$ cat src/adc_eth_defines.svh
`ifndef ADC_DEFINES_SVH
`define ADC_DEFINES_SVH

// Stream widths
`define DATA_W         32
`define SAMPLE_W       16

// FIFO depths in words
`define ADC_FIFO_DEPTH 64
`define CFG_FIFO_DEPTH 16

// Words per packet
`define ADC_PKT_WORDS  16
`define CFG_PKT_WORDS  4

// Frame preamble
`define PREAMBLE_BYTE  8'h55
`define PREAMBLE_LEN   7

// Start of frame delimiter
`define SFD_BYTE       8'hD5

// Source tags, sent right after the delimiter
`define TAG_CFG        8'h01
`define TAG_ADC        8'h02

// Idle cycles between frames
`define IFG_CYCLES     12

`endif
$ cat src/stream_pkg.sv
package stream_pkg;
`include "adc_eth_defines.svh"

	////////////////////////////////////////
	// Payloads
	////////////////////////////////////////

	// One converter sample, channel A on top
	typedef struct packed {
		logic [`SAMPLE_W-1:0] cha;
		logic [`SAMPLE_W-1:0] chb;
	} adc_sample_t;

	typedef logic [`DATA_W-1:0] cfg_word_t; // Raw config word

	////////////////////////////////////////
	// Packet words
	////////////////////////////////////////

	// Source encoding of the src flag
	localparam logic SRC_CFG = 1'b0;
	localparam logic SRC_ADC = 1'b1;

	typedef struct packed {
		logic sop; // First word of packet
		logic eop; // Last word of packet
		logic src; // Which FIFO it came from
	} pkt_flags_t;

	typedef struct packed {
		pkt_flags_t         flags;
		logic [`DATA_W-1:0] data;
	} pkt_word_t;

endpackage

$ cat src/gmii_pkg.sv
package gmii_pkg;

	// Transmit side of the PHY interface
	typedef struct packed {
		logic       tx_en;
		logic [7:0] txd;
	} gmii_tx_t;

	// Framer sequence, in transmit order
	typedef enum logic [2:0] {
		fr_idle,
		fr_preamble,
		fr_sfd,
		fr_tag,
		fr_data,
		fr_gap
	} framer_state_t;

endpackage

$ cat src/adc_eth_top.sv
`timescale 1ns/1ps
`include "adc_eth_defines.svh"

module adc_eth_top (
	input  logic                    GMII_GTX_CLK_int,
	input  logic                    rst_n_i,

	input  logic                    adc_valid_i,
	input  stream_pkg::adc_sample_t adc_sample_i,
	output logic                    adc_overflow_o,

	input  logic                    cfg_valid_i,
	input  stream_pkg::cfg_word_t   cfg_word_i,
	output logic                    cfg_ready_o,

	output gmii_pkg::gmii_tx_t      gmii_o
);
	import stream_pkg::*;

	adc_sample_t adc_rd_data;
	logic        adc_rd_valid;
	logic        adc_rd_ready;
	logic        adc_pkt_ready;

	cfg_word_t   cfg_rd_data;
	logic        cfg_rd_valid;
	logic        cfg_rd_ready;
	logic        cfg_pkt_ready;

	pkt_word_t   tx_word;
	logic        tx_valid;
	logic        tx_ready;

	////////////////////////////////////////
	// Input buffers
	////////////////////////////////////////

	// Converter never stalls, so no ready back to it
	sample_fifo #(
		.payload_t (adc_sample_t),
		.DEPTH     (`ADC_FIFO_DEPTH),
		.PKT_WORDS (`ADC_PKT_WORDS)
	) i_adc_fifo (
		.GMII_GTX_CLK_int (GMII_GTX_CLK_int),
		.rst_n_i          (rst_n_i),
		.wr_valid_i       (adc_valid_i),
		.wr_data_i        (adc_sample_i),
		.wr_ready_o       (),
		.rd_valid_o       (adc_rd_valid),
		.rd_data_o        (adc_rd_data),
		.rd_ready_i       (adc_rd_ready),
		.pkt_ready_o      (adc_pkt_ready),
		.overflow_o       (adc_overflow_o)
	);

	sample_fifo #(
		.payload_t (cfg_word_t),
		.DEPTH     (`CFG_FIFO_DEPTH),
		.PKT_WORDS (`CFG_PKT_WORDS)
	) i_cfg_fifo (
		.GMII_GTX_CLK_int (GMII_GTX_CLK_int),
		.rst_n_i          (rst_n_i),
		.wr_valid_i       (cfg_valid_i),
		.wr_data_i        (cfg_word_i),
		.wr_ready_o       (cfg_ready_o),
		.rd_valid_o       (cfg_rd_valid),
		.rd_data_o        (cfg_rd_data),
		.rd_ready_i       (cfg_rd_ready),
		.pkt_ready_o      (cfg_pkt_ready),
		.overflow_o       ()
	);

	////////////////////////////////////////
	// Packetizer and line side
	////////////////////////////////////////

	packet_sender i_sender (
		.GMII_GTX_CLK_int (GMII_GTX_CLK_int),
		.rst_n_i          (rst_n_i),
		.cfg_valid_i      (cfg_rd_valid),
		.cfg_data_i       (cfg_rd_data),
		.cfg_pkt_ready_i  (cfg_pkt_ready),
		.cfg_ready_o      (cfg_rd_ready),
		.adc_valid_i      (adc_rd_valid),
		.adc_data_i       (adc_rd_data),
		.adc_pkt_ready_i  (adc_pkt_ready),
		.adc_ready_o      (adc_rd_ready),
		.out_valid_o      (tx_valid),
		.out_word_o       (tx_word),
		.out_ready_i      (tx_ready)
	);

	gmii_tx_framer i_framer (
		.GMII_GTX_CLK_int (GMII_GTX_CLK_int),
		.rst_n_i          (rst_n_i),
		.in_valid_i       (tx_valid),
		.in_word_i        (tx_word),
		.in_ready_o       (tx_ready),
		.gmii_o           (gmii_o)
	);

endmodule

$ cat src/gmii_tx_framer.sv
`timescale 1ns/1ps
`include "adc_eth_defines.svh"

module gmii_tx_framer (
	input  logic                  GMII_GTX_CLK_int,
	input  logic                  rst_n_i,
	input  logic                  in_valid_i,
	input  stream_pkg::pkt_word_t in_word_i,
	output logic                  in_ready_o,
	output gmii_pkg::gmii_tx_t    gmii_o
);
	import stream_pkg::*;
	import gmii_pkg::*;

	// Counter covers preamble, byte lanes and gap
	localparam int CNT_W = $clog2((`IFG_CYCLES > `PREAMBLE_LEN) ? `IFG_CYCLES : `PREAMBLE_LEN);

	framer_state_t      state_q;
	logic [CNT_W-1:0]   cnt_q;
	logic [`DATA_W-1:0] shift_q;
	logic               src_q;
	logic               eop_q; // Word in shift_q ends the packet
	logic               word_end;
	logic               take;
	gmii_tx_t           tx_next;

	assign word_end   = (state_q == fr_data) && (cnt_q == CNT_W'(3));
	assign in_ready_o = (state_q == fr_idle) || (word_end && !eop_q);
	assign take       = in_valid_i && in_ready_o;

	////////////////////////////////////////
	// Byte select
	////////////////////////////////////////

	always_comb
	begin
		tx_next = '0;
		case (state_q)
			fr_preamble:
			begin
				tx_next.tx_en = 1'b1;
				tx_next.txd   = `PREAMBLE_BYTE;
			end
			fr_sfd:
			begin
				tx_next.tx_en = 1'b1;
				tx_next.txd   = `SFD_BYTE;
			end
			fr_tag:
			begin
				tx_next.tx_en = 1'b1;
				tx_next.txd   = (src_q == SRC_ADC) ? `TAG_ADC : `TAG_CFG;
			end
			fr_data:
			begin
				tx_next.tx_en = 1'b1;
				tx_next.txd   = shift_q[`DATA_W-1 -: 8]; // MSB first
			end
			default: tx_next = '0;
		endcase
	end

	////////////////////////////////////////
	// Sequencer
	////////////////////////////////////////

	always_ff @(posedge GMII_GTX_CLK_int or negedge rst_n_i)
	begin
		if (!rst_n_i)
		begin
			state_q <= fr_idle;
			cnt_q   <= '0;
			src_q   <= SRC_CFG;
			eop_q   <= 1'b0;
		end
		else
		begin
			case (state_q)
				fr_idle:
					if (take && in_word_i.flags.sop) // Stray words are dropped
					begin
						state_q <= fr_preamble;
						cnt_q   <= '0;
						src_q   <= in_word_i.flags.src;
						eop_q   <= in_word_i.flags.eop;
					end
				fr_preamble:
					if (cnt_q == CNT_W'(`PREAMBLE_LEN - 1))
					begin
						state_q <= fr_sfd;
						cnt_q   <= '0;
					end
					else
						cnt_q <= cnt_q + 1'b1;
				fr_sfd:
					state_q <= fr_tag;
				fr_tag:
					state_q <= fr_data;
				fr_data:
					if (!word_end)
						cnt_q <= cnt_q + 1'b1;
					else if (take)
					begin
						cnt_q <= '0;
						eop_q <= in_word_i.flags.eop;
					end
					else
					begin
						// End of packet, or source ran dry
						state_q <= fr_gap;
						cnt_q   <= '0;
					end
				fr_gap:
					if (cnt_q == CNT_W'(`IFG_CYCLES - 1))
					begin
						state_q <= fr_idle;
						cnt_q   <= '0;
					end
					else
						cnt_q <= cnt_q + 1'b1;
				default:
					state_q <= fr_idle;
			endcase
		end
	end

	// Word shifter, next word lands as the last byte goes out
	always_ff @(posedge GMII_GTX_CLK_int)
	begin
		if (take)
			shift_q <= in_word_i.data;
		else if (state_q == fr_data)
			shift_q <= shift_q << 8;
	end

	// Registered PHY outputs
	always_ff @(posedge GMII_GTX_CLK_int or negedge rst_n_i)
	begin
		if (!rst_n_i)
			gmii_o <= '0;
		else
			gmii_o <= tx_next;
	end

endmodule

$ cat src/packet_sender.sv
`timescale 1ns/1ps
`include "adc_eth_defines.svh"

module packet_sender (
	input  logic                    GMII_GTX_CLK_int,
	input  logic                    rst_n_i,

	// Configuration source, wins arbitration
	input  logic                    cfg_valid_i,
	input  stream_pkg::cfg_word_t   cfg_data_i,
	input  logic                    cfg_pkt_ready_i,
	output logic                    cfg_ready_o,

	// ADC source
	input  logic                    adc_valid_i,
	input  stream_pkg::adc_sample_t adc_data_i,
	input  logic                    adc_pkt_ready_i,
	output logic                    adc_ready_o,

	output logic                    out_valid_o,
	output stream_pkg::pkt_word_t   out_word_o,
	input  logic                    out_ready_i
);
	import stream_pkg::*;

	localparam int CNT_W = $clog2(`ADC_PKT_WORDS) + 1;

	logic               busy_q;
	logic               src_q;
	logic [CNT_W-1:0]   cnt_q; // Index of next word to load
	logic               out_valid_q;
	pkt_word_t          out_word_q;

	logic               ld_en;
	logic               ld_first;
	logic               ld_src;
	logic [CNT_W-1:0]   ld_idx;
	logic [CNT_W-1:0]   ld_last_idx;
	logic [`DATA_W-1:0] ld_data;
	logic               take;

	assign take = out_valid_q && out_ready_i;

	////////////////////////////////////////
	// Arbitration and load decision
	////////////////////////////////////////

	always_comb
	begin
		ld_en    = 1'b0;
		ld_first = 1'b0;
		ld_src   = src_q;
		if (!busy_q)
		begin
			if (cfg_pkt_ready_i && cfg_valid_i)
			begin
				ld_en    = 1'b1;
				ld_first = 1'b1;
				ld_src   = SRC_CFG;
			end
			else if (adc_pkt_ready_i && adc_valid_i)
			begin
				ld_en    = 1'b1;
				ld_first = 1'b1;
				ld_src   = SRC_ADC;
			end
		end
		else if (!out_valid_q || (out_ready_i && !out_word_q.flags.eop))
			ld_en = (src_q == SRC_ADC) ? adc_valid_i : cfg_valid_i;
	end

	assign ld_idx      = ld_first ? '0 : cnt_q;
	assign ld_last_idx = (ld_src == SRC_ADC) ? CNT_W'(`ADC_PKT_WORDS - 1)
	                                         : CNT_W'(`CFG_PKT_WORDS - 1);
	assign ld_data     = (ld_src == SRC_ADC) ? {adc_data_i.cha, adc_data_i.chb} : cfg_data_i;

	// Pop whichever FIFO feeds the output register
	assign cfg_ready_o = ld_en && (ld_src == SRC_CFG);
	assign adc_ready_o = ld_en && (ld_src == SRC_ADC);

	////////////////////////////////////////
	// Control state
	////////////////////////////////////////

	always_ff @(posedge GMII_GTX_CLK_int or negedge rst_n_i)
	begin
		if (!rst_n_i)
		begin
			busy_q      <= 1'b0;
			src_q       <= SRC_CFG;
			cnt_q       <= '0;
			out_valid_q <= 1'b0;
		end
		else if (ld_en)
		begin
			busy_q      <= 1'b1;
			src_q       <= ld_src;
			cnt_q       <= ld_idx + 1'b1;
			out_valid_q <= 1'b1;
		end
		else if (take)
		begin
			out_valid_q <= 1'b0;
			if (out_word_q.flags.eop)
				busy_q <= 1'b0; // Packet done, back to arbitration
		end
	end

	// Output word, held until taken
	always_ff @(posedge GMII_GTX_CLK_int)
	begin
		if (ld_en)
		begin
			out_word_q.flags.sop <= (ld_idx == '0);
			out_word_q.flags.eop <= (ld_idx == ld_last_idx);
			out_word_q.flags.src <= ld_src;
			out_word_q.data      <= ld_data;
		end
	end

	assign out_valid_o = out_valid_q;
	assign out_word_o  = out_word_q;

endmodule

$ cat src/sample_fifo.sv
`timescale 1ns/1ps
`include "adc_eth_defines.svh"

module sample_fifo #(
	parameter type payload_t = logic [`DATA_W-1:0],
	parameter int  DEPTH     = 64,
	parameter int  PKT_WORDS = 16
) (
	input  logic     GMII_GTX_CLK_int,
	input  logic     rst_n_i,

	input  logic     wr_valid_i,
	input  payload_t wr_data_i,
	output logic     wr_ready_o,

	output logic     rd_valid_o,
	output payload_t rd_data_o,
	input  logic     rd_ready_i,

	output logic     pkt_ready_o,
	output logic     overflow_o
);

	localparam int AW = $clog2(DEPTH);

	payload_t      mem [DEPTH];
	logic [AW-1:0] wr_ptr_q;
	logic [AW-1:0] rd_ptr_q;
	logic [AW:0]   level_q;
	logic          full;
	logic          wr_en;
	logic          rd_en;

	assign full       = (level_q == (AW+1)'(DEPTH));
	assign wr_ready_o = !full;
	assign rd_valid_o = (level_q != '0);
	assign rd_data_o  = mem[rd_ptr_q]; // Show-ahead read

	assign wr_en = wr_valid_i && !full;
	assign rd_en = rd_valid_o && rd_ready_i;

	////////////////////////////////////////
	// Storage
	////////////////////////////////////////

	always_ff @(posedge GMII_GTX_CLK_int)
	begin
		if (wr_en)
			mem[wr_ptr_q] <= wr_data_i;
	end

	////////////////////////////////////////
	// Pointers and level
	////////////////////////////////////////

	always_ff @(posedge GMII_GTX_CLK_int or negedge rst_n_i)
	begin
		if (!rst_n_i)
		begin
			wr_ptr_q    <= '0;
			rd_ptr_q    <= '0;
			level_q     <= '0;
			pkt_ready_o <= 1'b0;
			overflow_o  <= 1'b0;
		end
		else
		begin
			if (wr_en)
				wr_ptr_q <= (wr_ptr_q == AW'(DEPTH - 1)) ? '0 : wr_ptr_q + 1'b1;
			if (rd_en)
				rd_ptr_q <= (rd_ptr_q == AW'(DEPTH - 1)) ? '0 : rd_ptr_q + 1'b1;

			case ({wr_en, rd_en})
				2'b10:   level_q <= level_q + 1'b1;
				2'b01:   level_q <= level_q - 1'b1;
				default: level_q <= level_q;
			endcase

			// Whole packet buffered, lags the level by a cycle
			pkt_ready_o <= (level_q >= (AW+1)'(PKT_WORDS));

			if (wr_valid_i && full)
				overflow_o <= 1'b1; // Sticky until reset
		end
	end

endmodule

$ cat config.mk
export PLATFORM = sky130hd
export DESIGN_NAME = adc_eth_top
export DESIGN_NICKNAME = d
export VERILOG_FILES = /design/src/stream_pkg.sv /design/src/gmii_pkg.sv /design/src/adc_eth_top.sv /design/src/gmii_tx_framer.sv /design/src/packet_sender.sv /design/src/sample_fifo.sv
export VERILOG_INCLUDE_DIRS = /design/src
export SDC_FILE = /design/constraint.sdc
export NUM_CORES = 2
export LEC_CHECK = 0
export ABC_CLOCK_PERIOD_IN_PS = 4000
export BUFFER_PORTS_ARGS = -buffer_cell sky130_fd_sc_hd__buf_2
export CAP_MARGIN = 20
export CORE_ASPECT_RATIO = 1.2
export CORE_MARGIN = 2
export CORE_UTILIZATION = 35
export DETAILED_ROUTE_END_ITERATION = 6
export PLACE_DENSITY = 0.6
export SKIP_LAST_GASP = 1
export SYNTH_ARGS = -nofsm -noshare
export SYNTH_HDL_FRONTEND = slang
export SYNTH_SLANG_ARGS = --single-unit
$ cat constraint.sdc
create_clock -name GMII_GTX_CLK_int -period 4 [get_ports GMII_GTX_CLK_int]
set_input_delay 0.2 -clock GMII_GTX_CLK_int [delete_from_list [all_inputs] [get_ports GMII_GTX_CLK_int]]
set_output_delay 0.2 -clock GMII_GTX_CLK_int [all_outputs]
set_load 0.01 [all_outputs]
; ---- After elaboration in Yosys (flattened, before gate mapping)
; Memory sizes are Yosys's and may differ from the RTL's.
; Cells that the tools add are included.
; W data, S select, Z words.
[totals]
register_bits = 128
wordCells = 147
input_bits = 68
ramBits = 2560
mem_count = 2
[memory_table]
columns = name, depth, width, read_ports, rd_ports_with_merged_regs, write_ports, line_no
row1 = i_adc_fifo.mem, 64, 32, 1, 0, 1, sample_fifo.sv:26  ; payload_t mem [DEPTH];
row2 = i_cfg_fifo.mem, 16, 32, 1, 0, 1, sample_fifo.sv:26
[op_classes]
n_reduce_logical = 37
add_sub_neg = 10
mux = 46
bitwise = 1
n_eq_ne = 25
order_cmp = 2
[ops]
columns = operator, count
row1 = $mux W32, 3
row2 = $pmux W9 S4, 1
row3 = $mux W4, 7
row4 = $mux W1, 21
row5 = $pmux W3 S6, 1
row6 = $pmux W4 S4, 1
row7 = $mux W3, 5
row8 = $logic_and A1 B1 Y1, 14
row9 = $pmux W7 S2, 1
row10 = $add A4 B1 Y4 const B, 3
row11 = $add A6 B1 Y6 const B, 2
row12 = $eq A4 B4 Y1 const B, 3
row13 = $eq A6 B6 Y1 const B, 2
row14 = $mux W6, 2
row15 = $reduce_bool A2 Y1, 6
row16 = $add A5 B1 Y5 const B, 2
row17 = $pmux W5 S2, 1
row18 = $ne A2 B1 Y1 const B, 4
row19 = $add A7 B1 Y7 const B, 1
row20 = $eq A7 B7 Y1 const B, 1
row21 = $ge A7 B5 Y1 const B, 1
row22 = $reduce_bool A7 Y1, 1
row23 = $sub A7 B1 Y7 const B, 1
row24 = $eq A3 B2 Y1 const B, 2
row25 = 24 further kinds, 35

; ---- Longest topological paths before layout
[logic_depth]
ltp_word = 12
ltp_mapped = 15
ltp_nobuf = 14

; ---- Modules after synthesis
; A second synthesis with hierarchy kept.
[unflattened]
cells_unflattened = 4830
area_unflattened_um2 = 104193.7
[modules_own_cells]
columns = mod, cells_each, area_each_um2, n_inst
row1 = sample_fifo at i_adc_fifo, 3596, 79581.3, 1
row2 = sample_fifo at i_cfg_fifo, 955, 20428.3, 1
row3 = gmii_tx_framer, 157, 2242.2, 1
row4 = packet_sender, 122, 1941.9, 1

; ---- Worst setup path after synthesis
; No wires, ideal clock.
[synth_path]
path_kind = register to register
startpoint = register i_cfg_fifo.level_q[0]
endpoint = memory i_cfg_fifo.mem[3][0] (netlist bit), enable pin
required_time_ns = 3.539
setup_time_ns = 0.461
path_slack_ns = 0.186
stages_incl_launch_ff = 7
arrival_time_ns = 3.354
synth_period_minus_slack_ns = 3.814
path_cell_list = dfrtp_1 nor2_1 nand3_1 and2_1 clkbuf_1 nand2_1 nor3_1
[synth_between]
elab_chain_cells = 5
[synth_lines]
columns = item, line_no
row1 = start: declaration, sample_fifo.sv:29  ; logic [AW:0] level_q;
row2 = start signal: assignment, sample_fifo.sv:74  ; 2'b10: level_q <= level_q + 1'b1;
row3 = start signal: assignment, sample_fifo.sv:75  ; 2'b01: level_q <= level_q - 1'b1;
row4 = start signal: assignment, sample_fifo.sv:76  ; default: level_q <= level_q;
row5 = $eq A5 B5 Y1, sample_fifo.sv:34  ; assign full = (level_q == (AW+1)'(DEPTH));
row6 = $logic_not A1 Y1, --
row7 = via cfg_ready_o, adc_eth_top.sv:14  ; output logic cfg_ready_o,
row8 = $logic_and A1 B1 Y1, sample_fifo.sv:39  ; assign wr_en = wr_valid_i && !full;
row9 = $mux W1, sample_fifo.sv:48  ; if (wr_en)
row10 = $mux W1 (not written as such), sample_fifo.sv:49  ; mem[wr_ptr_q] <= wr_data_i;
row11 = end: declaration, sample_fifo.sv:26
; The timed path passes the listed nets, and every way through them passes these cells.

; ---- Worst setup path after layout
[layout_path]
startpoint = register i_framer.cnt_q[1]
endpoint = register i_adc_fifo.level_q[5]
[layout_between]
elab_chain_cells = 12
elab_cells_between_ends = 14
[layout_lines]
columns = item, line_no
row1 = start: declaration, gmii_tx_framer.sv:19  ; logic [CNT_W-1:0] cnt_q;
row2 = start signal: assignment, gmii_tx_framer.sv:94  ; cnt_q <= cnt_q + 1'b1;
row3 = start signal: assignment, gmii_tx_framer.sv:101  ; cnt_q <= cnt_q + 1'b1;
row4 = start signal: assignment, gmii_tx_framer.sv:120  ; cnt_q <= cnt_q + 1'b1;
row5 = $eq A4 B2 Y1 *, gmii_tx_framer.sv:27  ; assign word_end = (state_q == fr_data) && (cnt_q == CNT_W'(3));
row6 = $logic_and A1 B1 Y1 *, gmii_tx_framer.sv:27
row7 = $logic_and A1 B1 Y1 *, gmii_tx_framer.sv:28  ; assign in_ready_o = (state_q == fr_idle) || (word_end && !eop_q);
row8 = $logic_or A1 B1 Y1 *, gmii_tx_framer.sv:28
row9 = $logic_and A1 B1 Y1 *, packet_sender.sv:68  ; else if (!out_valid_q || (out_ready_i && !out_word_q.flags.eop))
row10 = $logic_or A1 B1 Y1 *, packet_sender.sv:68
row11 = $mux W1 *, packet_sender.sv:68
row12 = $mux W1 *, packet_sender.sv:53  ; if (!busy_q)
row13 = $logic_and A1 B1 Y1 *, packet_sender.sv:79  ; assign adc_ready_o = ld_en && (ld_src == SRC_ADC);
row14 = $logic_and A1 B1 Y1 *, sample_fifo.sv:40  ; assign rd_en = rd_valid_o && rd_ready_i;
row15 = via i_adc_fifo.rd_en, sample_fifo.sv:32  ; logic rd_en;
row16 = $eq A2 B1 Y1 / $eq A2 B2 Y1 (equally long branches), sample_fifo.sv:73  ; case ({wr_en, rd_en})
row17 = $pmux W7 S2 / $reduce_bool A2 Y1 (equally long branches), --
row18 = end signal: assignment, sample_fifo.sv:74
row19 = end signal: assignment, sample_fifo.sv:75
row20 = end signal: assignment, sample_fifo.sv:76
row21 = end: declaration, sample_fifo.sv:29
; The timed path passes the listed nets; every way through them passes the cells marked *.
; A chain may end at the register's enable or synchronous reset.

==> flow_summary.ini <==
[setup_path]
critPathMaxFanout = 10
worstPathRequired_ns = 4.68
r2r_cells = 13
r2r-start = i_framer.cnt_q[1]$_DFFE_PN0P_
critPathKind = reg2reg
end_kind = register
cp.arrival_ns = 4.46
worst_setup_path_start_kind = register
cp-startpoint = i_framer.cnt_q[1]$_DFFE_PN0P_

[power_and_ir_drop]
power_density_nw_per_um2 = 688.6
switching_share = 0.3086
clockPowerShare = 0.289
power_frac_comb = 0.293
p_leak_uw = 0.03766
peakVddDrop_mv = 0.3615
finalPower_uw = 82420
internal_power_uw = 56990
seqPwrFrac = 0.418
switchingPower_uw = 25440

[timing]
hold_viol_final = 3
finalSetupViolations = 0
timing.fmax_ghz = 0.2646
tightestPinTransition_ns = 1.133
rsz0062_at_grt = no
min_period_ns = 3.780
period_share = 0.9450
maxSlewViolCount = 0
tns_ns = 0
clock_skew_ns = 0.05391
hold_ws_ns = -0.008304
slew_headroom = 0.2448

[layout]
area.growth.synth_to_final_pct = 15.72
finalNetCount = 5313
fillCellCount = 25540
final_core_util = 0.4071
drive_gt1_frac = 0.2867

[clock_tree]
clkSinkCount = 2688
cts_made_buffers = 273
cts.path.max_buffers = 4
post_cts_buffers = 0
clk_latency_ns = 0.86
path_clk_slew_ns = 0.06
cts_tree = done
root_buffer = clkbuf_16
cts-htree-levels = 5

[drt]
dr.pass1.iters = 5
drcViolationCount = 0
drtIter0Drc = 5693
postRouteAntennaNets = 0
via_per_inst = 5.504
vias = 51040
wl_um = 269200
routedWlPerCell_um = 29.03

[status]
outcome = finished with violations
violations = hold timing

[synthesis]
yosysWarningCount = 0
syn-num-nets = 4840
synth_top_area_share = 0.7627
synth_common_cells = edfxtp_1 (2627), mux4_2 (588), mux2i_1 (156), nor2_1 (133), clkbuf_1 (109)
synthCells = 4749
syn_area_sq_um = 103400
yosys.area.top_type = edfxtp_1
avgSynthCellArea_sq_um = 21.78
ys.flop_type = edfxtp_1
yosys-top-cells-area = edfxtp_1 (76%), mux4_2 (13%), mux2i_1 (1.5%), dfrtp_1 (1.5%), mux2_2 (1.0%)
synth_edf_count = 2627
synth_most_common_cell = edfxtp_1
ys_types = 71
ys_seq_area_frac = 0.7774
synthArstFlopShare = 0.02269
synth_seq_cells = 2688

[floorplanning]
std_cell_rows = 218
initial_core_util = 0.3518
die-area_sq_um = 299900
num_io_pins = 79
die_x_um = 500.3
fp.coreArea_sq_um = 294000
fp.dieH_um = 599.5

[global_routing]
track_usage = 0.1773
grt_overflow = 0
antenna_found_initial = 18
grt_max_degree = 65
grt_pass1_vias = 52410
grt_pass1_wl_um = 383900

[hold_path]
hold_class = in2async

[placed_design]
io_buffers = 78
globalplace.congestion = 0.7903
dp.final_hpwl_um = 154000

[flow_run]
maxCapViolations = 0
[layout make-up]
cell class / instances / area, sq um / share of cell area
clock inverters: 132 / 898.4 / 0.007506
flip-flops and latches: 2688 / 80440 / 0.6721
repair buffers: 460 / 3900 / 0.03258
multi-input cells: 1772 / 22330 / 0.1866
clock buffers: 337 / 7188 / 0.06006
well taps: 3850 / 4817 / 0.04025
diodes: 6 / 15.01 / 0.0001254
inverters: 27 / 101.3 / 0.0008468
[cells by family after synthesis]
logic type,count (synthesis),share of synthesized area
flip-flops,2688,0.7774
multiplexers,838,0.1534
AO/OA/AOI/OAI,468,0.03137
AND/OR/NAND/NOR,425,0.02064
buffers and inverters,289,0.01275
adder cells (fa/ha/maj),23,0.002927
XOR/XNOR,18,0.001524
[worst max-delay path, stage by stage (launching register included)]
cell and delay [ns]:
dfrtp_1 0.39, ha_1 0.22, or4b_4 0.51, a2111o_1 0.48
a221oi_4 0.31, o21ai_2 0.10, inv_1 0.10, ha_4 0.21
ha_1 0.25, a21o_1 0.17, a21oi_1 0.22, o21bai_1 0.13
a2111oi_1 0.45, a221oi_1 0.09
[registers in the layout, indices dropped and copies added, names as in the netlist, 3 cells and up]
register,count
i_cfg_fifo.mem,512
i_cfg_fifo.wr_ptr_q,4
i_cfg_fifo.rd_ptr_q,4
i_framer.gmii_o,9
i_framer.state_q,3
i_framer.cnt_q,4
i_sender.out_word_o,35
i_adc_fifo.wr_ptr_q,6
i_framer.shift_q,32
i_adc_fifo.mem,2048
i_adc_fifo.level_q,7
i_cfg_fifo.level_q,5
i_adc_fifo.rd_ptr_q,6
i_sender.cnt_q,5
[metrics by stage]
step | instance area, sq um | setup slack (ns) | hold WS (ns) | instances
3_3_place_gp | 110900 | 0.1146 | 0.3684 | 8737
5_1_grt | 119700 | 0.03231 | 0.04001 | 9267
4_1_cts | 119500 | 0.01548 | 0.006443 | 9254
3_5_place_dp | 110900 | 0.04511 | 0.3717 | 8740
2_1_floorplan | 103400 | 0.1855 | -0.09559 | 4749
6_report | 119700 | 0.2201 | -0.008304 | 9272
[power groups by stage]
stage / clock network, uW / logic [uW] / registers, uW
6_report: 23800 / 24200 / 34500
5_1_grt: 25300 / 25600 / 34700
4_1_cts: 24200 / 24400 / 34500
3_5_place_dp: 0 / 24300 / 35100
3_3_place_gp: 0 / 24100 / 35000
2_1_floorplan: 0 / 15500 / 34200
[cells in the final DEF, fill, tap and decap left out, drive strengths merged, types with 21 or more instances in the layout]
| master | Yosys | routed |
|---|---|---|
| a211oi | 49 | 49 |
| dlygate4sd3 | 0 | 51 |
| clkinv | 1 | 109 |
| a21oi | 89 | 89 |
| mux4 | 588 | 588 |
| a2111oi | 21 | 21 |
| nor2 | 133 | 133 |
| inv | 26 | 36 |
| edfxtp | 2627 | 2627 |
| mux2i | 156 | 156 |
| mux2 | 94 | 94 |
| nor2b | 60 | 60 |
| a22oi | 103 | 103 |
| o21ai | 39 | 39 |
| clkbuf | 109 | 337 |
| o22ai | 84 | 84 |
| nor3 | 34 | 34 |
| dfrtp | 61 | 61 |
| nand2 | 75 | 75 |
| ha | 21 | 21 |
| buf | 153 | 408 |
[final timing paths]
check,endpoint,slack (ns)
worst min-delay path,i_framer.gmii_o[4]$_DFF_PN0_,-0.008
min in group GMII_GTX_CLK_int,i_adc_fifo.mem[54][19]$_DFFE_PP_,0.01
max in group asynchronous,i_cfg_fifo.rd_ptr_q[0]$_DFFE_PN0P_,3.16
worst max register to register,i_adc_fifo.level_q[5]$_DFFE_PN0P_,0.22
worst max-delay path,i_adc_fifo.level_q[5]$_DFFE_PN0P_,0.22
worst min register to register,i_framer.src_q$_DFFE_PN0P_,0.49
[metal layers]
metal  part of all wire  GRT usage  wire length (um)
met3              0.068    0.02744             18230
met1               0.40     0.2349            108600
met5            0.00021          0                57
met2               0.50     0.3023            134200
met4              0.030    0.05232              8177
[what timing repair did]
item	4_1_cts	5_1_grt
hold buffers	45	6
setup endpoints to repair	0	2
resized for setup	0	3
hold endpoints to repair	768	201
Power figures use the tool's default switching activity.
